$ cat src/glb_param_pkg.sv
`default_nettype none

package glb_param_pkg;

// buffer address and data widths
localparam int GLB_ADDR_WIDTH = 12;
localparam int BANK_DATA_WIDTH = 64;
localparam int CGRA_DATA_WIDTH = 16;

// top byte index within a word and within a row
localparam int CGRA_BYTE_OFFSET = 1;
localparam int BANK_BYTE_OFFSET = 7;

// descriptor sizes
localparam int MAX_NUM_WORDS_WIDTH = 8;
localparam int LOOP_LEVEL = 2;
localparam int QUEUE_DEPTH = 2;

// pipeline latencies in cycles
localparam int BANK_RD_LATENCY = 3;
localparam int FIXED_LATENCY = 4;
localparam int START_PULSE_SHIFT_DEPTH = 2;

// derived address slicing
localparam int CGRA_LANE_LSB = $clog2(CGRA_BYTE_OFFSET + 1);
localparam int BANK_ROW_LSB = $clog2(BANK_BYTE_OFFSET + 1);
localparam int BANK_DEPTH = 2 ** (GLB_ADDR_WIDTH - BANK_ROW_LSB);

endpackage

`default_nettype wire

$ cat src/glb_types_pkg.sv
`default_nettype none

package glb_types_pkg;
import glb_param_pkg::*;

typedef logic [GLB_ADDR_WIDTH-1:0] glb_addr_t;
typedef logic [BANK_DATA_WIDTH-1:0] bank_data_t;
typedef logic [CGRA_DATA_WIDTH-1:0] cgra_data_t;
typedef logic [MAX_NUM_WORDS_WIDTH-1:0] num_words_t;
typedef logic [$clog2(QUEUE_DEPTH)-1:0] q_sel_t;

// one level of the strided walk
typedef struct packed {
    num_words_t range;
    num_words_t stride;
} loop_ctrl_t;

typedef struct packed {
    logic valid;
    glb_addr_t start_addr;
    num_words_t num_active_words;
    num_words_t num_inactive_words;
    loop_ctrl_t [LOOP_LEVEL-1:0] iteration;
} dma_ld_header_t;

// bank read request and response
typedef struct packed {
    logic rd_en;
    glb_addr_t rd_addr;
} rdrq_packet_t;

typedef struct packed {
    logic rd_data_valid;
    bank_data_t rd_data;
} rdrs_packet_t;

typedef enum logic [1:0] {OFF = 2'd0, NORMAL = 2'd1, REPEAT = 2'd2, AUTO_INCR = 2'd3} ld_dma_mode_e;

endpackage

`default_nettype wire

$ cat src/glb_ld_dma_cfg.sv
`timescale 1ns/1ps
`default_nettype none

module glb_ld_dma_cfg import glb_param_pkg::*, glb_types_pkg::*; (
    input  logic                   clk,
    input  logic                   reset,
    input  logic                   cfg_wr_en,
    input  q_sel_t                 cfg_wr_sel,
    input  dma_ld_header_t         cfg_wr_header,
    input  logic                   invalidate_pulse [QUEUE_DEPTH],
    output dma_ld_header_t         cfg_ld_dma_header [QUEUE_DEPTH],
    output logic [QUEUE_DEPTH-1:0] queue_valid
);

// descriptor queue
// host write takes priority over a consume from the DMA
always_ff @(posedge clk or posedge reset) begin
    if (reset) begin
        for (int i = 0; i < QUEUE_DEPTH; i++) begin
            cfg_ld_dma_header[i] <= '0;
        end
    end else begin
        for (int i = 0; i < QUEUE_DEPTH; i++) begin
            if (cfg_wr_en && (cfg_wr_sel == q_sel_t'(i))) begin
                cfg_ld_dma_header[i] <= cfg_wr_header;
            end else if (invalidate_pulse[i]) begin
                cfg_ld_dma_header[i].valid <= 1'b0;
            end
        end
    end
end

always_comb begin
    for (int i = 0; i < QUEUE_DEPTH; i++) begin
        queue_valid[i] = cfg_ld_dma_header[i].valid;
    end
end

// DMA must only consume an entry that the host armed
for (genvar i = 0; i < QUEUE_DEPTH; i++) begin : g_inv_chk
    a_inv_valid: assert property (@(posedge clk) disable iff (reset)
        invalidate_pulse[i] |-> cfg_ld_dma_header[i].valid)
        else $error("invalidate pulse on empty queue entry %0d", i);
end

endmodule

`default_nettype wire

$ cat config.mk
export PLATFORM = sky130hd
export DESIGN_NAME = glb_ld_dma_cfg
export DESIGN_NICKNAME = d
export VERILOG_FILES = /design/src/glb_param_pkg.sv /design/src/glb_types_pkg.sv /design/src/glb_ld_dma_cfg.sv
export SDC_FILE = /design/constraint.sdc
export NUM_CORES = 1
export LEC_CHECK = 0
export BUFFER_PORTS_ARGS = -buffer_cell sky130_fd_sc_hd__buf_2
export CAP_MARGIN = 40
export CELL_PAD_IN_SITES_DETAIL_PLACEMENT = 2
export CELL_PAD_IN_SITES_GLOBAL_PLACEMENT = 2
export CORE_MARGIN = 3
export CORE_UTILIZATION = 32
export CTS_CLUSTER_DIAMETER = 80
export DETAILED_ROUTE_END_ITERATION = 10
export GPL_ROUTABILITY_DRIVEN = 0
export MAX_ROUTING_LAYER = met4
export PLACE_DENSITY = 0.83
export SYNTH_ARGS = -nofsm -noshare
export SYNTH_HDL_FRONTEND = slang
export SYNTH_SLANG_ARGS = --single-unit
$ cat constraint.sdc
create_clock -name clk -period 5.41 [get_ports clk]
set_clock_uncertainty 0.2 [all_clocks]
set_input_delay 0.541 -clock clk [delete_from_list [all_inputs] [get_ports clk]]
set_output_delay 0.541 -clock clk [all_outputs]
set_load 0.01 [all_outputs]
==> impl_metrics.env, run 1 <==
export IMPL_critPathArrivalTime_ns=2.12
export IMPL_relSlewSlack_pct=44.8
export IMPL_path_cells="buf_2 -> nor2b_4 -> buf_16 -> buf_4 -> mux2_2"
export IMPL_final_hold_violation_count=0
export IMPL_grt_overflow=0
export IMPL_clock_root_buffer="clkbuf_16"
export IMPL_path_clk_slew_ns=0.05
export IMPL_hold_buffers=1
export IMPL_antennaDiodeCount=0
export IMPL_synth_area_per_cell_um2=17.6
export IMPL_via_per_inst=4.63
export IMPL_top_regs="cfg_ld_dma_header (122)"
export IMPL_cp_slowest_cell="nor2b_4"
export IMPL_route_detailed_drc=0
export IMPL_cp_num_buf_inv=3
export IMPL_area_delta_synth_final_pct=34.5
export IMPL_end_kind="register"
export IMPL_status="completed"
export IMPL_wire_per_inst_um=18.9
export IMPL_worstSetupStartpoint="cfg_wr_en"
export IMPL_htree_levels=4
export IMPL_grt_max_degree=62
export IMPL_worstPathRequired_ns=5.49
export IMPL_cap_violations=0
export IMPL_reg2reg_from="cfg_ld_dma_header[121]"
export IMPL_largest_reg_flops=122
export IMPL_setup_viol=0
export IMPL_drt_iter0_markers=87
export IMPL_clk_path_buf_depth=2
export IMPL_multi_input_area_um2=1430
export IMPL_io_pins=191
export IMPL_core_um2=14000
export IMPL_clock_sinks=122
export IMPL_syn_inst=264
export IMPL_slowest_delay_ns=0.43
export IMPL_portBuffers=190
export IMPL_grt_usage_pct=16.5
export IMPL_max_freq_mhz=491
export IMPL_post_cts_buffers=0
export IMPL_antenna_found_initial=0
export IMPL_die_h_um=127
export IMPL_start_util_pct=33.2
export IMPL_finalNetCount=531
export IMPL_netlist_area_um2=4660
export IMPL_vias=3029
export IMPL_ys_types=10
export IMPL_cts_resized=0
export IMPL_startpoint_type="input port"
export IMPL_die_area_um2=16000
export IMPL_insertion_delay_ns=0.40
export IMPL_leakagePower_nw=3.01
export IMPL_worstPathMaxFanout=32
export IMPL_p_total_mw=2.56
export IMPL_rows=43
export IMPL_hold_path_class="in2reg"
export IMPL_grt_pass1_wl_um=19700
export IMPL_rsz0062_at_grt="no"
export IMPL_syn_nets=331
export IMPL_yosys_warnings=0
export IMPL_seq_area_um2=3050
export IMPL_ir_drop_uv=178
export IMPL_numCtsBuffers=17
export IMPL_path_class="in2reg"
export IMPL_yosysSeqAreaShare_pct=65.6
export IMPL_post_route_min_period_ns=2.04
export IMPL_hold_path_startpoint="cfg_wr_header[14]"
export IMPL_drive_above_1_share_pct=72.6
export IMPL_fillers=1385
export IMPL_cts_tree="built"
export IMPL_tightest_slew_ns=0.828
export IMPL_finalMaxSlewViolations=0
export IMPL_fp_dieW_um=127
export IMPL_regMostFlops="cfg_ld_dma_header"
export IMPL_cp_top_family="buffers and inverters"
export IMPL_drt_total_wl_um=12300
export IMPL_power_density_nw_per_um2=408
export IMPL_setup_tns_ns=0
export IMPL_grt_pass1_vias=3480
export IMPL_ys_ff_latch=122
export IMPL_place_hpwl_um=8930
export IMPL_drt_pass1_iterations=4
export IMPL_finalCritPeriodShare_pct=37.6
export IMPL_rrSetupSlack_ns=4.30
export IMPL_ant_nets=0
where the power goes:
group / total, mW / switching (mW) / internal, mW
clock network: 0.989 / 0.366 / 0.623
registers: 1.12 / 0.0740 / 1.05
logic: 0.446 / 0.219 / 0.227
total: 2.56 / 0.659 / 1.90
final cells by class:
class / instances / share of cell area [%]
Clock buffer: 26 / 7.97
Clock inverter: 3 / 0.240
Inverter: 1 / 0.0999
Multi-Input combinational cell: 126 / 22.8
Sequential cell: 122 / 48.8
Tap cell: 180 / 3.60
Timing Repair Buffer: 196 / 16.6
Yosys cell counts, drive strengths merged:
cell type | instances | share of area (%)
nand2 | 1 | 0.13
mux2 | 122 | 30
inv | 1 | 0.081
clkbuf | 5 | 1.5
nor2b | 3 | 0.56
buf | 10 | 2.3
dfrtp | 122 | 66
per-stage QoR:
step / util (%) / instance area, um^2 / setup WS (ns) / instances / hold WS (ns)
after global routing: 44.6 / 6260 / 3.29 / 654 / 0.165
after detailed placement: 40.9 / 5740 / 2.93 / 624 / 0.285
after global placement: 40.5 / 5680 / 2.74 / 622 / 0.282
final: 44.6 / 6260 / 3.37 / 654 / 0.179
after CTS: 44.6 / 6260 / 3.35 / 654 / 0.157
after floorplan: - / 4660 / 1.43 / 264 / 0.350
final timing paths:
kind	end	cells past startpoint
setup / recovery	cfg_ld_dma_header[77]	5
hold / removal	cfg_ld_dma_header[75]	2
setup reg to reg	cfg_ld_dma_header[121]	2
hold reg to reg	cfg_ld_dma_header[49]	1
max in group asynchronous	cfg_ld_dma_header[80]	4
min in group asynchronous	cfg_ld_dma_header[69]	3
kinds of logic after synthesis:
group	Yosys count	share of synthesized area [%]
mux	122	29.9
flops	122	65.6
buf+inv	16	3.82
simple gates	4	0.699
placed cells by master (no fill, tap or decap):
| master | instances |
|---|---|
| buf_16 | 2 |
| clkbuf_8 | 4 |
| mux2_2 | 117 |
| dfrtp_1 | 122 |
| clkinv_2 | 3 |
| inv_4 | 1 |
| buf_2 | 190 |
| dlygate4sd3_1 | 1 |
| clkbuf_1 | 5 |
| nor2b_4 | 1 |
| clkbuf_16 | 17 |
| nand2_2 | 1 |
| mux2_4 | 5 |
| buf_4 | 3 |
| nor2b_1 | 2 |
layer usage:
layer,track usage [%],up-vias,part of all wire (%)
met3,6.06,19,7.4
met4,5.87,0,1.7
met5,-,-,0
met2,27.9,120,53
li1,-,1327,-
met1,18.0,1563,38
No activity file was read; power rests on OpenSTA's default activity.
==> inputs of run 2 (changes only) <==
Settings changed: ABC_AREA set to 1, CORE_UTILIZATION 32 to 27.
Clock period 5.41 ns to 2.09 ns, I/O delays scaled along.
==> impl_metrics.env, run 2 <==
export IMPL_status="completed"
export IMPL_netlist_area_leader_share_pct=64.8
export IMPL_top_regs="cfg_ld_dma_header (122)"
export IMPL_finalMaxSlewViolations=0
export IMPL_pre_cts_ws_ns=0.747
export IMPL_clk_path_buf_depth=2
export IMPL_layout_commonest_cell="nand2_1"
export IMPL_timing_final_ws_setup_ns=0.635
export IMPL_cts_resized=0
export IMPL_ys_types=10
export IMPL_drt_total_wl_um=19500
export IMPL_numCtsBuffers=17
export IMPL_clock_root_buffer="clkbuf_16"
export IMPL_p_sw_mw=1.99
export IMPL_final_cell_mix="304 x nand2_1, 190 x buf_2, 122 x dfrtp_1"
export IMPL_slowest_delay_ns=0.56
export IMPL_insertion_delay_ns=0.41
export IMPL_worstPathRequired_ns=2.18
export IMPL_worstPathMaxFanout=2
export IMPL_path_class="in2reg"
export IMPL_final_area_um2=7180
export IMPL_antennaDiodeCount=0
export IMPL_rsz0062_at_grt="no"
export IMPL_netlist_area_um2=4710
export IMPL_grt_max_degree=63
export IMPL_start_util_pct=28.0
export IMPL_hold_path_class="in2reg"
export IMPL_yosys_warnings=0
export IMPL_relSlewSlack_pct=69.7
export IMPL_rows=47
export IMPL_ant_nets=0
export IMPL_die_area_um2=19100
export IMPL_area_delta_synth_final_pct=52.4
export IMPL_p_total_mw=7.19
export IMPL_dpl_cell_area_um2=5900
export IMPL_cp_slowest_cell="dlygate4sd3_1"
export IMPL_grt_pass1_vias=5469
export IMPL_max_freq_mhz=687
export IMPL_startpoint_type="input port"
export IMPL_regMostFlops="cfg_ld_dma_header"
export IMPL_pwr_share_seq_pct=39.6
export IMPL_drt_iter0_markers=147
export IMPL_drt_pass1_iterations=7
export IMPL_synth_edf_count=0
export IMPL_synth_most_common_cell="nand2_1"
export IMPL_fp_dieW_um=138
export IMPL_post_route_min_period_ns=1.46
export IMPL_synthArstFlopShare_pct=100
export IMPL_htree_levels=4
export IMPL_core_um2=16800
export IMPL_finalCritPeriodShare_pct=69.6
export IMPL_vias=4718
export IMPL_clock_sinks=122
export IMPL_synth_largest_area_cell="dfrtp_1"
export IMPL_largest_reg_flops=122
export IMPL_dp_cells=915
export IMPL_finalNetCount=845
export IMPL_yosysSeqAreaShare_pct=64.8
export IMPL_antenna_found_initial=0
export IMPL_place_hpwl_um=11600
export IMPL_ir_drop_uv=557
export IMPL_yosys_top_cells_count="305 x nand2_1, 122 x dfrtp_1, 62 x nand3_1"
export IMPL_swShare_pct=27.6
export IMPL_p_int_mw=5.20
export IMPL_synth_area_per_cell_um2=8.91
export IMPL_syn_nets=596
export IMPL_tightest_slew_ns=0.454
export IMPL_grt_pass1_wl_um=31200
export IMPL_final_hold_violation_count=0
export IMPL_fin_cells=1011
export IMPL_portBuffers=190
export IMPL_io_pins=191
export IMPL_grt_usage_pct=21.1
export IMPL_path_cells="dlygate4sd3_1 -> buf_2 -> nand2_1 -> nand2_1 -> dlygate4sd3_1"
export IMPL_cts_tree="built"
export IMPL_wire_per_inst_um=19.3
export IMPL_die_h_um=138
export IMPL_via_per_inst=4.67
export IMPL_synthTopCellsByArea="dfrtp_1 65%, nand2_1 24%, nand3_1 6.6%"
export IMPL_power_density_nw_per_um2=1000
export IMPL_syn_inst=529
export IMPL_end_kind="register"
export IMPL_route_detailed_drc=0
export IMPL_grt_overflow=0
export IMPL_drive_above_1_share_pct=29.8
export IMPL_ys_ff_latch=122
export IMPL_path_clk_slew_ns=0.06
export IMPL_leakagePower_nw=4.01
export IMPL_critPathArrivalTime_ns=1.54
export IMPL_cap_violations=0
export IMPL_ys_flop_type="dfrtp_1"
export IMPL_power_frac_clock_pct=43.8
export IMPL_setup_tns_ns=0
export IMPL_setup_viol=0
export IMPL_p_comb_share_pct=16.6
-- run 2: power by group through the flow --
stage          registers, mW  clock network, mW  logic [mW]
5_1_grt                 2.89               3.32        1.32
4_1_cts                 2.84               3.23        1.19
3_5_place_dp            2.87                  0        1.09
6_report                2.85               3.15        1.20
3_3_place_gp            2.85                  0        1.03
2_1_floorplan           2.99                  0       0.371
-- run 2: area by class of cell --
type	count	area, um^2
Fill cell	1871	9640
Multi-Input combinational cell	369	1470
Inverter	5	22.5
Timing Repair Buffer	263	1720
Clock buffer	23	508
Tap cell	220	275
Sequential cell	122	3050
Clock inverter	9	135
-- run 2: routing by layer --
metal / up-vias / GRT usage, % / share of wire (%)
met4: 0 / 7.02 / 2.2
met1: 2400 / 23.6 / 40
met3: 35 / 4.39 / 4.1
li1: 2131 / - / -
met2: 152 / 37.7 / 54
met5: - / - / 0
-- run 2: through the flow --
stage	util, %	hold slack (ns)
floorplan	-	0.119
global placement	35.1	0.164
detailed placement	35.1	0.165
CTS	42.7	0.149
global route	42.7	0.186
finish	42.7	0.172
-- run 2: final timing paths --
| check | slack, ns | to | startpoint | cells past startpoint |
|---|---|---|---|---|
| setup / recovery | 0.63 | cfg_ld_dma_header[60] | cfg_wr_header[60] | 5 |
| min in group asynchronous | 0.25 | cfg_ld_dma_header[13] | reset | 4 |
| hold / removal | 0.17 | cfg_ld_dma_header[64] | cfg_wr_en | 4 |
| max in group asynchronous | 1.10 | cfg_ld_dma_header[119] | reset | 4 |
| setup reg to reg | 0.67 | cfg_ld_dma_header[60] | cfg_ld_dma_header[60] | 3 |
| hold reg to reg | 0.26 | cfg_ld_dma_header[119] | cfg_ld_dma_header[119] | 2 |
-- run 2: what timing repair did --
item / 4_1_cts / 5_1_grt
hold buffers: 64 / 0
endpoints found under the hold margin: 244 / 0
setup buffers: 0 / 0
-- run 2: cell families (layout without fill, tap and decap cells) --
| family | after synthesis | count (layout) | share of synthesized area [%] |
|---|---|---|---|
| flops | 122 | 122 | 64.8 |
| buf+inv | 38 | 300 | 4.12 |
| simple gates | 369 | 369 | 31.1 |
-- run 2: critical path, delay by kind of cell --
family,cells,cell delay (ns)
buf+inv,3,1.22
simple gates,2,0.12
==> inputs of run 3 (changes only) <==
Settings changed: CORE_UTILIZATION 27 to 24, PLACE_DENSITY 0.83 to 0.78.
Clock period 2.09 ns to 1.3 ns, I/O delays scaled along.
==> impl_metrics.env, run 3 (synthesis gave the netlist of run 2 again) <==
export IMPL_area_delta_synth_final_pct=68.9
export IMPL_path_clk_slew_ns=0.06
export IMPL_layout_commonest_cell="nand2_1"
export IMPL_finalMaxSlewViolations=0
export IMPL_dpl_cell_area_um2=6020
export IMPL_dr_wl_met2_um=11600
export IMPL_setup_viol=7
export IMPL_drt_iter0_markers=171
export IMPL_status="finished, violations left"
export IMPL_setup_tns_ns=-0.0940
export IMPL_hold_path_class="in2reg"
export IMPL_largest_reg_flops=122
export IMPL_drive_above_1_share_pct=34.9
export IMPL_rows=50
export IMPL_antenna_found_initial=0
export IMPL_finalCritPeriodShare_pct=103
export IMPL_final_hold_violation_count=0
export IMPL_cp_num_buf_inv=4
export IMPL_grt_pass1_wl_um=31200
export IMPL_path_class="in2reg"
export IMPL_clock_root_buffer="clkbuf_16"
export IMPL_ir_drop_uv=830
export IMPL_max_freq_mhz=748
export IMPL_die_area_um2=21400
export IMPL_worstPathMaxFanout=17
export IMPL_route_detailed_drc=0
export IMPL_htree_levels=4
export IMPL_antennaDiodeCount=0
export IMPL_worstPathRequired_ns=1.37
export IMPL_tightest_slew_ns=0.473
export IMPL_io_pins=191
export IMPL_fp_dieW_um=146
export IMPL_pre_cts_ws_ns=0.0881
export IMPL_grt_pass1_vias=5642
export IMPL_regMostFlops="cfg_ld_dma_header"
export IMPL_place_hpwl_um=12200
export IMPL_portBuffers=190
export IMPL_cap_violations=0
export IMPL_wl_met3_um=1010
export IMPL_cp_slowest_cell="dlygate4sd3_1"
export IMPL_topRoutingLayerUsed="met4"
export IMPL_drt_total_wl_um=21700
export IMPL_m1WireLength_um=8750
export IMPL_clock_sinks=122
export IMPL_grt_usage_pct=18.8
export IMPL_insertion_delay_ns=0.40
export IMPL_vias=4947
export IMPL_leakagePower_nw=4.41
export IMPL_finalNetCount=907
export IMPL_clk_path_buf_depth=2
export IMPL_numCtsBuffers=17
export IMPL_final_util_pct=41.8
export IMPL_post_route_min_period_ns=1.34
export IMPL_grt_overflow=0
export IMPL_end_kind="register"
export IMPL_final_cell_mix="304 x nand2_1, 157 x buf_2, 122 x dfrtp_1"
export IMPL_fin_cells=1112
export IMPL_startpoint_type="input port"
export IMPL_cp_top_family="buffers and inverters"
export IMPL_via_per_inst=4.45
export IMPL_timing_final_ws_setup_ns=-0.0377
export IMPL_start_util_pct=24.8
export IMPL_path_cells="dlygate4sd3_1 -> buf_2 -> inv_2 -> nand2_4 -> buf_12 -> nand2_1 -> nand2_1"
export IMPL_ant_nets=0
export IMPL_grt_max_degree=74
export IMPL_violations="negative setup slack"
export IMPL_cts_tree="built"
export IMPL_slowest_delay_ns=0.53
export IMPL_dp_cells=958
export IMPL_relSlewSlack_pct=68.5
export IMPL_core_um2=19000
export IMPL_die_h_um=146
export IMPL_wire_per_inst_um=19.5
export IMPL_critPathArrivalTime_ns=1.41
export IMPL_drt_pass1_iterations=4
export IMPL_timing_critical_path_mode_cell="nand2_1"
export IMPL_final_area_um2=7960
export IMPL_rsz0062_at_grt="yes"
export IMPL_top_regs="cfg_ld_dma_header (122)"
export IMPL_power_density_nw_per_um2=1490
run 3: cell count changes in the layout (fill, tap and decap cells not counted), moves of 4 or more:
cell,previous run,this run
buf_4,4,58
buf_6,0,34
buf_2,190,157
clkinv_2,0,6
clkbuf_8,6,1
buf_12,5,9
clkinvlp_4,7,3
run 3: what timing repair did:
| action | 4_1_cts | 5_1_grt |
|---|---|---|
| setup endpoints to repair | 22 | 154 |
| gates resized for setup | 3 | 41 |
| gates cloned | 0 | 2 |
| hold endpoints to repair | 244 | 0 |
| setup buffers | 7 | 49 |
| hold buffers | 65 | 0 |
run 3: power breakdown:
group	total, mW	switching (mW)	internal [mW]	leakage (nW)
clock	4.78	1.74	3.04	0.291
sequential	4.60	0.326	4.27	1.51
combinational	2.48	1.28	1.20	2.61
run 3: tightest hold or removal path, cell delays in order:
cell and delay, ns:
buf_2 0.15, nand2_2 0.15, nand2_1 0.10, nand2_1 0.05
run 3: final timing paths:
kind | from | to | slack [ns] | cells after the start
setup / recovery | cfg_wr_sel | cfg_ld_dma_header[121] | -0.04 | 7
hold / removal | cfg_wr_en | cfg_ld_dma_header[34] | 0.02 | 4
setup reg to reg | cfg_ld_dma_header[108] | cfg_ld_dma_header[108] | 0.21 | 4
hold reg to reg | cfg_ld_dma_header[62] | cfg_ld_dma_header[62] | 0.27 | 2
max in group asynchronous | reset | cfg_ld_dma_header[120] | 0.33 | 4
min in group asynchronous | reset | cfg_ld_dma_header[11] | 0.18 | 4
run 3: metal layers:
| layer | up-vias | GRT usage [%] |
|---|---|---|
| li1 | 2256 | - |
| met4 | 0 | 5.88 |
| met1 | 2493 | 21.4 |
| met5 | - | - |
| met3 | 32 | 4.50 |
| met2 | 166 | 32.7 |
run 3: metrics by stage:
stage	hold WS, ns	total power, mW
3_3_place_gp	0.0536	6.29
6_report	0.0233	11.9
2_1_floorplan	0.0396	5.40
3_5_place_dp	0.0703	6.40
5_1_grt	0.0332	12.4
4_1_cts	-0.0415	11.4
run 3: final cells by class:
class	count	area (um^2)
repair buffers	325	2480
well taps	260	325
inverters	5	25.0
multi-input cells	369	1480
clock inverters	13	153
fillers	2096	11100
clock buffers	18	439
flip-flops and latches	122	3050
