$ cat src/glb_param_pkg.sv
`default_nettype none

package glb_param_pkg;

// buffer address and data widths
localparam int GLB_ADDR_WIDTH = 12;
localparam int BANK_DATA_WIDTH = 64;
localparam int CGRA_DATA_WIDTH = 16;

// top byte index within a word and within a row
localparam int CGRA_BYTE_OFFSET = 1;
localparam int BANK_BYTE_OFFSET = 7;

// descriptor sizes
localparam int MAX_NUM_WORDS_WIDTH = 8;
localparam int LOOP_LEVEL = 2;
localparam int QUEUE_DEPTH = 2;

// pipeline latencies in cycles
localparam int BANK_RD_LATENCY = 3;
localparam int FIXED_LATENCY = 4;
localparam int START_PULSE_SHIFT_DEPTH = 2;

// derived address slicing
localparam int CGRA_LANE_LSB = $clog2(CGRA_BYTE_OFFSET + 1);
localparam int BANK_ROW_LSB = $clog2(BANK_BYTE_OFFSET + 1);
localparam int BANK_DEPTH = 2 ** (GLB_ADDR_WIDTH - BANK_ROW_LSB);

endpackage

`default_nettype wire

$ cat src/glb_types_pkg.sv
`default_nettype none

package glb_types_pkg;
import glb_param_pkg::*;

typedef logic [GLB_ADDR_WIDTH-1:0] glb_addr_t;
typedef logic [BANK_DATA_WIDTH-1:0] bank_data_t;
typedef logic [CGRA_DATA_WIDTH-1:0] cgra_data_t;
typedef logic [MAX_NUM_WORDS_WIDTH-1:0] num_words_t;
typedef logic [$clog2(QUEUE_DEPTH)-1:0] q_sel_t;

// one level of the strided walk
typedef struct packed {
    num_words_t range;
    num_words_t stride;
} loop_ctrl_t;

typedef struct packed {
    logic valid;
    glb_addr_t start_addr;
    num_words_t num_active_words;
    num_words_t num_inactive_words;
    loop_ctrl_t [LOOP_LEVEL-1:0] iteration;
} dma_ld_header_t;

// bank read request and response
typedef struct packed {
    logic rd_en;
    glb_addr_t rd_addr;
} rdrq_packet_t;

typedef struct packed {
    logic rd_data_valid;
    bank_data_t rd_data;
} rdrs_packet_t;

typedef enum logic [1:0] {OFF = 2'd0, NORMAL = 2'd1, REPEAT = 2'd2, AUTO_INCR = 2'd3} ld_dma_mode_e;

endpackage

`default_nettype wire

$ cat src/glb_core_load_dma.sv
`timescale 1ns/1ps
`default_nettype none

module glb_core_load_dma import glb_param_pkg::*, glb_types_pkg::*; (
    input  logic           clk,
    input  logic           clk_en,
    input  logic           reset,
    input  ld_dma_mode_e   cfg_ld_dma_mode,
    input  dma_ld_header_t cfg_ld_dma_header [QUEUE_DEPTH],
    input  logic           strm_start_pulse,
    output logic           invalidate_pulse [QUEUE_DEPTH],
    output rdrq_packet_t   rdrq_packet,
    input  rdrs_packet_t   rdrs_packet,
    output cgra_data_t     stream_data,
    output logic           stream_data_valid,
    output logic           stream_done_pulse
);

typedef enum logic [1:0] {STRM_STOP, STRM_ACTIVE, STRM_GAP} strm_state_e;

strm_state_e state, state_next;
dma_ld_header_t dma_header_int [QUEUE_DEPTH];
dma_ld_header_t run_hdr, cur_hdr;
logic dma_validate_d1 [QUEUE_DEPTH];
logic dma_active, strm_run, issue, carry, last_word;
logic start_pulse_internal, start_pulse_next, done_pulse_internal;
q_sel_t q_sel;
num_words_t active_cnt, active_cnt_next, inactive_cnt, inactive_cnt_next, active_left;
num_words_t itr [LOOP_LEVEL];
num_words_t itr_next [LOOP_LEVEL];
logic itr_last [LOOP_LEVEL];
glb_addr_t strm_addr, itr_ofs;
rdrq_packet_t strm_rdrq;
logic row_same;
bank_data_t rdrs_cache;
logic [BANK_ROW_LSB-CGRA_LANE_LSB-1:0] lane;
logic start_pulse_d [START_PULSE_SHIFT_DEPTH];
logic rd_en_d [FIXED_LATENCY];
glb_addr_t rd_addr_d [FIXED_LATENCY];
logic done_d [FIXED_LATENCY+1];

// latch a descriptor on the rising edge of its valid bit
always_ff @(posedge clk or posedge reset) begin
    if (reset) begin
        for (int i = 0; i < QUEUE_DEPTH; i++) begin
            dma_validate_d1[i] <= 1'b0;
            dma_header_int[i] <= '0;
        end
    end else if (clk_en) begin
        for (int i = 0; i < QUEUE_DEPTH; i++) begin
            dma_validate_d1[i] <= cfg_ld_dma_header[i].valid;
            if (cfg_ld_dma_header[i].valid && !dma_validate_d1[i]) begin
                dma_header_int[i] <= cfg_ld_dma_header[i];
            end else if (invalidate_pulse[i]) begin
                dma_header_int[i].valid <= 1'b0;
            end
        end
    end
end

// consumed entry is released as its stream starts
always_comb begin
    for (int i = 0; i < QUEUE_DEPTH; i++) begin
        invalidate_pulse[i] = start_pulse_internal && (q_sel == q_sel_t'(i))
                              && dma_header_int[i].valid;
    end
end

assign strm_run = (state != STRM_STOP);

always_comb begin
    case (cfg_ld_dma_mode)
        NORMAL: start_pulse_next = strm_start_pulse && !strm_run;
        REPEAT, AUTO_INCR: start_pulse_next = !strm_run && ((!dma_active && strm_start_pulse)
                                              || (dma_active && dma_header_int[q_sel].valid));
        default: start_pulse_next = 1'b0;
    endcase
end

always_ff @(posedge clk or posedge reset) begin
    if (reset) begin
        dma_active <= 1'b0;
        start_pulse_internal <= 1'b0;
        q_sel <= '0;
    end else if (clk_en) begin
        if (cfg_ld_dma_mode == OFF) begin
            dma_active <= 1'b0;
        end else if (strm_start_pulse) begin
            dma_active <= 1'b1;
        end
        start_pulse_internal <= start_pulse_internal ? 1'b0 : start_pulse_next;
        // auto-increment walks the queue one stream at a time
        if (cfg_ld_dma_mode != AUTO_INCR) begin
            q_sel <= '0;
        end else if (done_pulse_internal) begin
            q_sel <= q_sel + 1'b1;
        end
    end
end

// the start cycle already issues the first word straight from the queue
always_ff @(posedge clk) begin
    if (clk_en && start_pulse_internal) begin
        run_hdr <= dma_header_int[q_sel];
    end
end

always_comb begin
    cur_hdr = start_pulse_internal ? dma_header_int[q_sel] : run_hdr;
    issue = start_pulse_internal || (state == STRM_ACTIVE);
    active_left = start_pulse_internal ? cur_hdr.num_active_words : active_cnt;
end

// nested iterators with the inner level carrying into the outer one
always_comb begin
    carry = issue;
    last_word = 1'b1;
    for (int i = 0; i < LOOP_LEVEL; i++) begin
        itr_last[i] = (cur_hdr.iteration[i].range <= 1)
                      || (itr[i] == cur_hdr.iteration[i].range - 1'b1);
        itr_next[i] = itr[i];
        if (carry) begin
            itr_next[i] = itr_last[i] ? '0 : itr[i] + 1'b1;
        end
        carry = carry && itr_last[i];
        last_word = last_word && itr_last[i];
    end
    done_pulse_internal = issue && last_word;
end

// byte address with strides counted in 16-bit words
always_comb begin
    strm_addr = cur_hdr.start_addr;
    itr_ofs = '0;
    for (int i = 0; i < LOOP_LEVEL; i++) begin
        itr_ofs = glb_addr_t'(itr[i]) * glb_addr_t'(cur_hdr.iteration[i].stride);
        strm_addr = strm_addr + (itr_ofs << CGRA_LANE_LSB);
    end
end

// active/gap pattern
always_comb begin
    state_next = state;
    active_cnt_next = active_cnt;
    inactive_cnt_next = inactive_cnt;
    if (issue) begin
        if (done_pulse_internal) begin
            state_next = STRM_STOP;
        end else if ((active_left <= 1) && (cur_hdr.num_inactive_words != 0)) begin
            state_next = STRM_GAP;
            inactive_cnt_next = cur_hdr.num_inactive_words;
        end else begin
            state_next = STRM_ACTIVE;
            active_cnt_next = (active_left <= 1) ? cur_hdr.num_active_words
                                                 : active_left - 1'b1;
        end
    end else if (state == STRM_GAP) begin
        inactive_cnt_next = inactive_cnt - 1'b1;
        if (inactive_cnt <= 1) begin
            state_next = STRM_ACTIVE;
            active_cnt_next = cur_hdr.num_active_words;
        end
    end
end

always_ff @(posedge clk or posedge reset) begin
    if (reset) begin
        state <= STRM_STOP;
        active_cnt <= '0;
        inactive_cnt <= '0;
        strm_rdrq <= '0;
        for (int i = 0; i < LOOP_LEVEL; i++) begin
            itr[i] <= '0;
        end
    end else if (clk_en) begin
        state <= state_next;
        active_cnt <= active_cnt_next;
        inactive_cnt <= inactive_cnt_next;
        strm_rdrq.rd_en <= issue;
        if (issue) begin
            strm_rdrq.rd_addr <= strm_addr;
        end
        for (int i = 0; i < LOOP_LEVEL; i++) begin
            itr[i] <= itr_next[i];
        end
    end
end

glb_shift #(.DATA_WIDTH(1), .DEPTH(START_PULSE_SHIFT_DEPTH)) shift_start_i (
    .clk(clk), .clk_en(clk_en), .reset(reset),
    .data_in(start_pulse_internal), .data_out(start_pulse_d));

glb_shift #(.DATA_WIDTH(1), .DEPTH(FIXED_LATENCY)) shift_rd_en_i (
    .clk(clk), .clk_en(clk_en), .reset(reset),
    .data_in(strm_rdrq.rd_en), .data_out(rd_en_d));

glb_shift #(.DATA_WIDTH(GLB_ADDR_WIDTH), .DEPTH(FIXED_LATENCY)) shift_rd_addr_i (
    .clk(clk), .clk_en(clk_en), .reset(reset),
    .data_in(strm_rdrq.rd_addr), .data_out(rd_addr_d));

glb_shift #(.DATA_WIDTH(1), .DEPTH(FIXED_LATENCY+1)) shift_done_i (
    .clk(clk), .clk_en(clk_en), .reset(reset),
    .data_in(done_pulse_internal), .data_out(done_d));

// only go to the bank on the first word or a new row
assign row_same = (strm_rdrq.rd_addr[GLB_ADDR_WIDTH-1:BANK_ROW_LSB]
                   == rd_addr_d[0][GLB_ADDR_WIDTH-1:BANK_ROW_LSB]);
assign rdrq_packet.rd_en = strm_rdrq.rd_en && (start_pulse_d[0] || !row_same);
assign rdrq_packet.rd_addr = strm_rdrq.rd_addr;

always_ff @(posedge clk) begin
    if (clk_en && rdrs_packet.rd_data_valid) begin
        rdrs_cache <= rdrs_packet.rd_data;
    end
end

// lane picked with the address that travelled with the word
assign lane = rd_addr_d[FIXED_LATENCY-1][BANK_ROW_LSB-1:CGRA_LANE_LSB];
assign stream_data = rdrs_cache[lane*CGRA_DATA_WIDTH +: CGRA_DATA_WIDTH];
assign stream_data_valid = rd_en_d[FIXED_LATENCY-1];
assign stream_done_pulse = done_d[FIXED_LATENCY];

a_valid_has_req: assert property (@(posedge clk) disable iff (reset)
    $rose(stream_data_valid) |-> $past(strm_rdrq.rd_en, FIXED_LATENCY))
    else $error("stream word without a request %0d cycles earlier", FIXED_LATENCY);

endmodule

`default_nettype wire

$ cat src/glb_shift.sv
`timescale 1ns/1ps
`default_nettype none

module glb_shift #(
    parameter int DATA_WIDTH = 1,
    parameter int DEPTH = 1
) (
    input  logic                  clk,
    input  logic                  clk_en,
    input  logic                  reset,
    input  logic [DATA_WIDTH-1:0] data_in,
    output logic [DATA_WIDTH-1:0] data_out [DEPTH]
);

// tap 0 lags data_in by one cycle, tap n by n+1
always_ff @(posedge clk or posedge reset) begin
    if (reset) begin
        for (int i = 0; i < DEPTH; i++) begin
            data_out[i] <= '0;
        end
    end else if (clk_en) begin
        data_out[0] <= data_in;
        for (int i = 1; i < DEPTH; i++) begin
            data_out[i] <= data_out[i-1];
        end
    end
end

endmodule

`default_nettype wire

$ cat config.mk
export PLATFORM = sky130hd
export DESIGN_NAME = glb_core_load_dma
export DESIGN_NICKNAME = d
export VERILOG_FILES = /design/src/glb_param_pkg.sv /design/src/glb_types_pkg.sv /design/src/glb_core_load_dma.sv /design/src/glb_shift.sv
export SDC_FILE = /design/constraint.sdc
export NUM_CORES = 1
export LEC_CHECK = 0
export ABC_CLOCK_PERIOD_IN_PS = 18100
export BUFFER_PORTS_ARGS = -buffer_cell sky130_fd_sc_hd__buf_2
export CAP_MARGIN = 30
export CORE_AREA = 2 2 173 175
export CTS_CLUSTER_SIZE = 16
export DETAILED_ROUTE_END_ITERATION = 6
export DIE_AREA = 0 0 175 177
export GPL_ROUTABILITY_DRIVEN = 0
export GPL_TIMING_DRIVEN = 0
export PLACE_DENSITY = 0.93
export SETUP_SLACK_MARGIN = 0.05
export SYNTH_ARGS = -nofsm -noshare
export SYNTH_HDL_FRONTEND = slang
export SYNTH_SLANG_ARGS = --single-unit
$ cat constraint.sdc
create_clock -name clk -period 18.1 [get_ports clk]
set_clock_uncertainty 0.2 [all_clocks]
set_input_delay 3.62 -clock clk [delete_from_list [all_inputs] [get_ports clk]]
set_output_delay 3.62 -clock clk [all_outputs]
set_load 0.01 [all_outputs]
==> impl_metrics.toml, run 1 <==
[die]
die_area_um2 = 30980
design.portCount = 226
rows = 63
start_util_pct = 62.78
core-area_um2 = 29240
dieWidth_um = 175
die_h_um = 177

[critical_path]
crit_arrival_ns = 9.33
worstPathRequired_ns = 18.28
crit_path_end_kind = "register"
reg2regPathDepth = 33
crit_path_top_delay_cell = "a21oi_1"
path_max_fanout = 10
critPathMaxStageDelay_ns = 0.85
critical_path_class = "reg -> reg"
crit_path_start_kind = "register"
cp_common_cell = "xnor2_1"

[placed_design]
io_buffers = 224
post-place-ws_ns = 9.120
dpl.hpwl_um = 33650

[synthesis]
synth_edf_count = 124
synth-compound-area-share_pct = 5.615
synth-simple-area-share_pct = 9.234
synth_xor_area_share_pct = 3.823
ys.flop_type = "dfrtp_1"
async_flop_share_pct = 61.85
yosysWarnings = 0
synthCells = 1496
ys_ff_latch = 325
synth_top_family_by_area = "multiplexers"
syn_area_per_cell_um2 = 12.27
synthesis.area_um2 = 18360
synth_mux_area_share_pct = 17.64
synth_fp_nets = 1815
synth-adder-area-share_pct = 11.33
yosysSeqAreaShare_pct = 47.68
ys_types = 78

[status]
status = "finished with violations"
failed_checks = "DRC"

[sta]
rsz0062_at_grt = "no"
setup_viol = 0
period_share_pct = 50.56
setup_tns_ns = 0
setup_slack_ns = 8.949
slew_headroom_pct = 27.28
hold_violations = 0
slew_violations = 0
worst_pin_slew_ns = 1.091
fin_crit_ns = 9.151
timing.fmax_mhz = 109.3

[finish]
area_growth_pct = 15.99
n_antenna_cell = 0
drive_above_1_share_pct = 30.24
most-common-layout-cells = "231 x buf_2, 201 x dfrtp_1, 196 x mux2_2"
nFillCells = 1819
final_common_cell = "buf_2"
final_nets = 2081

[route]
wire_per_inst_um = 21.45
viasPerCell = 5.961
final_antenna_net_count = 0
routed_wl_um = 46750
drt_iter0_drc = 1260
drt_pass1_iterations = 7
post-route-drc-count = 13
vias = 12990

[global_route]
grt_max_degree = 110
grt_pass1_wl_um = 73800
antenna_found_initial = 0
grt_usage_pct = 30.75
grt-ovfl-total = 0
met2_usage_pct = 53.26
top_usage_layer = "met2"
use_met3_pct = 4.618
grt_pass1_vias = 13820
use_met1_pct = 38.90

[cts]
tritoncts = "yes"
cts_sinks = 325
ctsResizeCount = 0
cts_buffer_depth = 3
cts_made_buffers = 35
clk_pin_slew_worst_paths_ns = 0.06
ctsRootBufferMaster = "clkbuf_16"
hold_buffers = 0
cts_setup_buffers = 0
insertion_delay_ns = 0.54
htree_levels = 2

[pwr]
powerDensity_nw_per_um2 = 171.3
p_leak_nw = 9.284
ir_worst_vdd_mv = 0.1511

[run]
max_cap_violations = 0

[worst_hold_path]
hold_path.class = "reg -> reg"
holdPathStages = 1
## metrics by stage
step / hold slack, ns / power [mW] / utilization, % / instances / cell area [µm²]
after global placement: 0.2626 / 2.708 / 68.28 / 2110 / 19970
after floorplan: 0.2482 / 2.376 / - / 1496 / 18360
after CTS: 0.2842 / 3.625 / 72.79 / 2178 / 21290
final: 0.2873 / 3.649 / 72.82 / 2179 / 21300
after global routing: 0.3102 / 3.880 / 72.82 / 2179 / 21300
after detailed placement: 0.2706 / 2.829 / 68.60 / 2114 / 20060
## area by class of cell
| cell class | instances | area [µm²] | area share, % |
|---|---|---|---|
| flip-flops and latches | 325 | 8753 | 41.10 |
| well taps | 390 | 488.0 | 2.291 |
| multi-input cells | 969 | 8748 | 41.08 |
| clock buffers | 46 | 1021 | 4.794 |
| repair buffers | 229 | 1211 | 5.687 |
| clock inverters | 18 | 206.4 | 0.9694 |
| plain buffers | 64 | 341.6 | 1.604 |
| inverters | 138 | 525.5 | 2.468 |
## final timing paths
check	start	endpoint	slack, ns
hold / removal	shift_done_i.data_out[4]$_DFFE_PP0P_	shift_done_i.data_out[4]$_DFFE_PP0P_	0.29
setup / recovery	q_sel$_DFFE_PP0P_	rdrq_packet[11]$_DFFE_PP0P_	8.95
setup reg to reg	q_sel$_DFFE_PP0P_	rdrq_packet[11]$_DFFE_PP0P_	8.95
min in group asynchronous	reset	dma_header_int[109]$_DFFE_PP0P_	3.00
max in group asynchronous	reset	itr[5]$_DFFE_PP0P_	13.69
hold reg to reg	shift_done_i.data_out[4]$_DFFE_PP0P_	shift_done_i.data_out[4]$_DFFE_PP0P_	0.29
## where the power goes
group,internal [mW],switching [mW]
clock network,0.458,0.298
logic,0.822,1.03
registers,0.934,0.110
total,2.21,1.44
## state kept, by name, summed over array words and instances (netlist names), 4 cells and up
signal / count
rdrs_cache: 64
dma_header_int: 122
inactive_cnt: 8
shift_rd_addr_i.data_out: 17
active_cnt: 8
shift_done_i.data_out: 5
itr: 16
rdrq_packet: 12
run_hdr: 60
shift_rd_en_i.data_out: 4
## cells in the mapped netlist, drive strengths merged, types with 4 or more instances
master	count	area share (%)
o21ai	48	1.3
buf	26	1.1
nand2	88	1.8
mux2	201	12
nor2	74	1.6
nand3	19	0.52
a21o	20	0.82
nor2b	53	1.8
a21oi	43	1.2
or3	12	0.41
dfrtp	201	27
mux4	16	2.0
ha	59	4.0
o31ai	4	0.16
xnor2	52	2.5
nand4	8	0.27
edfxtp	124	20
and3	4	0.14
inv	137	2.8
fa	67	7.3
mux2i	56	3.3
nor3	19	0.57
o21bai	4	0.16
nand2b	12	0.41
nor4	4	0.22
a31oi	7	0.27
a22oi	5	0.23
clkbuf	38	0.78
xor2	23	1.1
nor3b	5	0.20
and2	20	0.68
## cell families (layout without fill, tap and decap cells)
logic type,after synthesis,in the layout
muxes,273,273
adders and majority gates,126,126
DFF,325,325
and+or+nand+nor,333,333
xor gates and xnor gates,77,77
buffers and inverters,202,495
AOI/OAI and AO/OA,160,160
## per-layer routing
layer,wire length (µm),vias up
met5,0,-
met4,1951,0
met3,3766,155
met2,22970,719
met1,18060,6408
li1,-,5707
## worst max-delay path: cells and delay by family, from the launching register on
family	cells	cell delay, ns
XOR/XNOR	9	1.89
AND/OR/NAND/NOR	2	0.23
flip-flops	1	0.41
multiplexers	1	0.34
buffers and inverters	11	1.89
AO/OA/AOI/OAI	4	1.17
adder cells (fa/ha/maj)	6	2.83
Note: power is estimated with default switching activity, not from simulation.
==> inputs of run 2 (changes only) <==
ABC_AREA = 1   (was not set)
ABC_CLOCK_PERIOD_IN_PS = 9000   (was 18100)
CORE_AREA = 2 2 180 182   (was 2 2 173 175)
DIE_AREA = 0 0 182 184   (was 0 0 175 177)
PLACE_DENSITY = 0.87   (was 0.93)
clock period = 9 ns   (was 18.1 ns; I/O delays follow)
==> run 2 against run 1 <==
The flow still finishes with violations (DRC); highest routed layer unchanged; synthesized cell count is 34% higher; register-to-register slack worse by 7.7 ns; global-route usage decreased by 0.81 points; synthesized area increased by 0.65%; cell count is 24% higher.
==> impl_metrics.toml, run 2 <==
[cts]
insertion_delay_ns = 0.53
ctsRootBufferMaster = "clkbuf_16"
hold_buffers = 0
ctsResizeCount = 0
htree_levels = 2
cts_buffer_depth = 3
cts_sinks = 325
tritoncts = "yes"
cts_made_buffers = 35
cts_setup_buffers = 0
clk_pin_slew_worst_paths_ns = 0.06

[finish]
drive_above_1_share_pct = 19.22
multiInputGateArea_um2 = 8328
nFillCells = 2244
n_antenna_cell = 0
top_regs = "dma_header_int (122), rdrs_cache (64), run_hdr (60)"
final_nets = 2588
stdcell_area_um2 = 21320
register_area_um2 = 8753
largest_reg_flops = 122
most-common-layout-cells = "420 x nand2_1, 263 x inv_1, 238 x buf_2"
area_growth_pct = 15.38
final_common_cell = "nand2_1"
largest_register = "dma_header_int"

[sta]
rsz0062_at_grt = "no"
setup_viol = 0
fin_crit_ns = 7.778
slew_violations = 0
hold_violations = 0
slew_headroom_pct = 30.83
period_share_pct = 86.42
worst_pin_slew_ns = 1.009
holdWs_ns = 0.2720
timing.fmax_mhz = 128.6

[synthesis]
synth_edf_count = 124
synth.area.top_cells = "dfrtp_1 27%, edfxtp_1 20%, nand2_1 8.5%, fa_1 7.3%, inv_1 5.4%"
yosysMostFrequentCell = "nand2_1"
synth_fp_nets = 2323
synthCells = 2004
synth_top_cell_area_share_pct = 27.22
ys_types = 54
yosysSeqAreaShare_pct = 47.37
synth_area_leader_cell = "dfrtp_1"
yosysWarnings = 0
synthesis.area_um2 = 18480
ys.flop_type = "dfrtp_1"
ys_ff_latch = 325
async_flop_share_pct = 61.85
synth_common_cells = "420 x nand2_1, 266 x inv_1, 209 x nor2_1, 201 x dfrtp_1, 124 x edfxtp_1"
syn_area_per_cell_um2 = 9.221

[die]
core-area_um2 = 31390
design.portCount = 226
rows = 65
die_area_um2 = 33490
start_util_pct = 58.86
dieWidth_um = 182
die_h_um = 184

[route]
met1_length_um = 18680
drt_pass1_iterations = 7
viasPerCell = 5.739
wl_met3_um = 4534
highest_layer = "met4"
drt_iter0_drc = 1423
routed_wl_um = 49250
wl_met2_um = 24000
vias = 15480
post-route-drc-count = 1
wire_per_inst_um = 18.26
final_antenna_net_count = 0

[critical_path]
path_max_fanout = 10
crit_path_start_kind = "register"
crit_path_end_kind = "register"
crit_arrival_ns = 7.99
critical_path_class = "reg -> reg"
cpLargestDelayFamily = "adder cells"
worst-path-buf-inv = 5
critPathMaxStageDelay_ns = 0.85
worstPathRequired_ns = 9.21
crit_path_top_delay_cell = "mux2i_1"

[status]
failed_checks = "DRC"
status = "finished with violations"

[placed_design]
placed_area_um2 = 20180
dpl.hpwl_um = 36310
io_buffers = 225

[global_route]
grt_usage_pct = 29.95
grt-ovfl-total = 0
grt_pass1_vias = 15690
grt_pass1_wl_um = 79160
antenna_found_initial = 0
grt_max_degree = 102

[run]
max_cap_violations = 0

[worst_hold_path]
hold_path.class = "reg -> reg"
[run 2: cell count changes after synthesis, sizes merged, moves of 53 or more]
cell	before	now
nand3	19	97
nand2	88	425
nor2b	53	0
o21ai	48	156
mux2	201	83
nor2	74	211
inv	137	276
[run 2: per-stage QoR]
| step | cells | setup slack, ns | TNS, ns | util [%] |
|---|---|---|---|---|
| after floorplan | 2004 | 1.518 | 0 | - |
| after global placement | 2631 | -0.6011 | -117.49 | 64.05 |
| after detailed placement | 2634 | 1.398 | 0 | 64.29 |
| after CTS | 2697 | 1.333 | 0 | 67.92 |
| after global routing | 2697 | 0.8778 | 0 | 67.92 |
| final | 2697 | 1.222 | 0 | 67.92 |
[run 2: final timing paths]
check,end,slack [ns],depth (start not counted),from
setup / recovery,rdrq_packet[11]$_DFFE_PP0P_,1.22,28,start_pulse_internal$_DFFE_PP0P_
hold / removal,shift_rd_en_i.data_out[0]$_DFFE_PP0P_,0.27,2,shift_rd_en_i.data_out[0]$_DFFE_PP0P_
setup reg to reg,rdrq_packet[11]$_DFFE_PP0P_,1.22,28,start_pulse_internal$_DFFE_PP0P_
hold reg to reg,shift_rd_en_i.data_out[0]$_DFFE_PP0P_,0.27,2,shift_rd_en_i.data_out[0]$_DFFE_PP0P_
max in group asynchronous,dma_header_int[90]$_DFFE_PP0P_,6.50,3,reset
min in group asynchronous,dma_header_int[109]$_DFFE_PP0P_,1.17,2,reset
[run 2: kinds of logic after synthesis]
group	count (synthesis)	share of synthesized area, %
and+or+nand+nor	780	17.46
adders and majority gates	126	11.25
AOI/OAI and AO/OA	279	8.288
muxes	95	5.843
buffers and inverters	352	7.563
DFF	325	47.37
xor gates and xnor gates	47	2.228
[run 2: tightest hold or removal path: stages (launching register included)]
cell	delay, ns
dfrtp_1	0.34
nand2_1	0.05
nand2_1	0.05
[run 2: cell type report]
class / instances / share of cell area, %
Timing Repair Buffer: 228 / 5.598
Clock buffer: 52 / 4.859
Sequential cell: 325 / 41.05
Inverter: 281 / 4.982
Multi-Input combinational cell: 1327 / 39.06
Tap cell: 402 / 2.359
Buffer: 71 / 1.608
Clock inverter: 11 / 0.4812
[run 2: per-layer routing]
metal	GRT usage [%]	vias up
met3	4.992	151
met1	37.95	7456
met2	51.25	858
met4	12.74	0
li1	-	7012
met5	0	-
Power of run 2 is not shown: default switching activity piles up to over one toggle a cycle in this logic, so the estimate is an artifact.
==> inputs of run 3 (changes only) <==
RECOVER_POWER = 25   (was not set)
==> run 3 against run 2 <==
The run ends with capacitance limit, slew limit left; sequential share of layout area up 0.072 points; utilization fell by 0.12 points; via count hardly changed; cell area is 0.18% lower; critical path depth grew 2; first-iteration DRC count grew 1.1%; wire length rose by 0.18%; count of clock-buffer cells in the layout did not move; global-route usage unchanged.
==> impl_metrics.toml, run 3 (synthesized netlist as in run 2, its figures left out) <==
[cts]
insertion_delay_ns = 0.53
cts_buffer_depth = 3
ctsResizeCount = 0
cts_sinks = 325
htree_levels = 2
cts_made_buffers = 35
cts_setup_buffers = 0
tritoncts = "yes"
clk_pin_slew_worst_paths_ns = 0.06
ctsRootBufferMaster = "clkbuf_16"
hold_buffers = 0

[critical_path]
crit_path_start_kind = "register"
r2r_start = "q_sel$_DFFE_PP0P_"
critical_path_class = "reg -> reg"
crit_path_top_delay_cell = "mux2i_1"
crit_arrival_ns = 8.37
crit_path_end_kind = "register"
worstSetupStartpoint = "q_sel$_DFFE_PP0P_"
worstPathRequired_ns = 9.21
path_max_fanout = 10
critPathMaxStageDelay_ns = 0.74

[finish]
final_nets = 2588
drive_above_1_share_pct = 18.78
largest_register = "dma_header_int"
top_regs = "dma_header_int (122), rdrs_cache (64), run_hdr (60)"
n_antenna_cell = 0
final_common_cell = "nand2_1"
most-common-layout-cells = "420 x nand2_1, 264 x inv_1, 234 x buf_2"
largest_reg_flops = 122
area_growth_pct = 15.18

[worst_hold_path]
hp-start = "shift_done_i.data_out[3]$_DFFE_PP0P_"
hold_path.class = "reg -> reg"

[sta]
slew_headroom_pct = -201.4
worst_pin_slew_ns = 4.496
slew_violations = 101
period_share_pct = 90.63
setup_tns_ns = 0
setup_slack_ns = 0.8435
setup_viol = 0
hold_violations = 0
fin_crit_ns = 8.157
timing.fmax_mhz = 122.6
rsz0062_at_grt = "no"

[die]
rows = 65
design.portCount = 226
die_h_um = 184
die_area_um2 = 33490
core-area_um2 = 31390
start_util_pct = 58.86
dieWidth_um = 182

[route]
vias = 15470
viasPerCell = 5.735
wire_per_inst_um = 18.29
final_antenna_net_count = 0
drt_pass1_iterations = 5
drt_iter0_drc = 1439
post-route-drc-count = 0
routed_wl_um = 49340

[placed_design]
post-place-ws_ns = 1.398
dpl.hpwl_um = 36310
io_buffers = 225

[status]
failed_checks = "capacitance limit, slew limit"
status = "finished with violations"

[global_route]
antenna_found_initial = 0
grt_max_degree = 102
grt-ovfl-total = 0
grt_pass1_wl_um = 79160
grt_pass1_vias = 15690
grt_usage_pct = 29.95

[run]
max_cap_violations = 1
## run 3: cell types whose count changed in the layout (fill, tap and decap cells not counted), sizes merged
cell      change
inv           -1
buf           -8
clkbuf        +8
clkinvlp      +1
## run 3: through the flow
stage | cell area, µm² | utilization [%] | hold slack (ns) | std cells
after floorplan | 18480 | - | 0.2419 | 2004
after global placement | 20110 | 64.05 | 0.2514 | 2631
after detailed placement | 20180 | 64.29 | 0.2584 | 2634
after CTS | 21320 | 67.92 | 0.2736 | 2697
after global routing | 21280 | 67.80 | 0.2972 | 2697
final | 21280 | 67.80 | 0.2695 | 2697
## run 3: area by class of cell
type,instances,area [µm²]
fill,2251,10110
sequential,325,8753
multi-input combinational,1327,8324
timing repair buffer,228,1194
inverter,281,1056
clock buffer,52,1036
tap,402,503.0
buffer,71,315.3
clock inverter,11,102.6
## run 3: path summary, 6_finish.rpt
path	to	slack, ns	depth (start not counted)
setup / recovery	rdrq_packet[11]$_DFFE_PP0P_	0.84	30
hold / removal	shift_done_i.data_out[3]$_DFFE_PP0P_	0.27	2
setup reg to reg	rdrq_packet[11]$_DFFE_PP0P_	0.84	30
hold reg to reg	shift_done_i.data_out[3]$_DFFE_PP0P_	0.27	2
max in group asynchronous	dma_header_int[27]$_DFFE_PP0P_	4.11	2
min in group asynchronous	dma_header_int[109]$_DFFE_PP0P_	2.41	2
## run 3: metal layers
| layer | GRT usage [%] | part of all wire (%) |
|---|---|---|
| met5 | 0 | 0 |
| met4 | 12.74 | 4.3 |
| met3 | 4.992 | 9.0 |
| met2 | 51.25 | 49 |
| met1 | 37.95 | 38 |
## run 3: critical path, delay by kind of cell, from the launching register on
| family | cells | cell delay, ns |
|---|---|---|
| adders and majority gates | 7 | 3.14 |
| buffers and inverters | 6 | 1.29 |
| and+or+nand+nor | 10 | 1.05 |
| AOI/OAI and AO/OA | 4 | 0.77 |
| muxes | 1 | 0.74 |
| xor gates and xnor gates | 2 | 0.44 |
| DFF | 1 | 0.42 |
Power of run 3 is left out for the same reason.
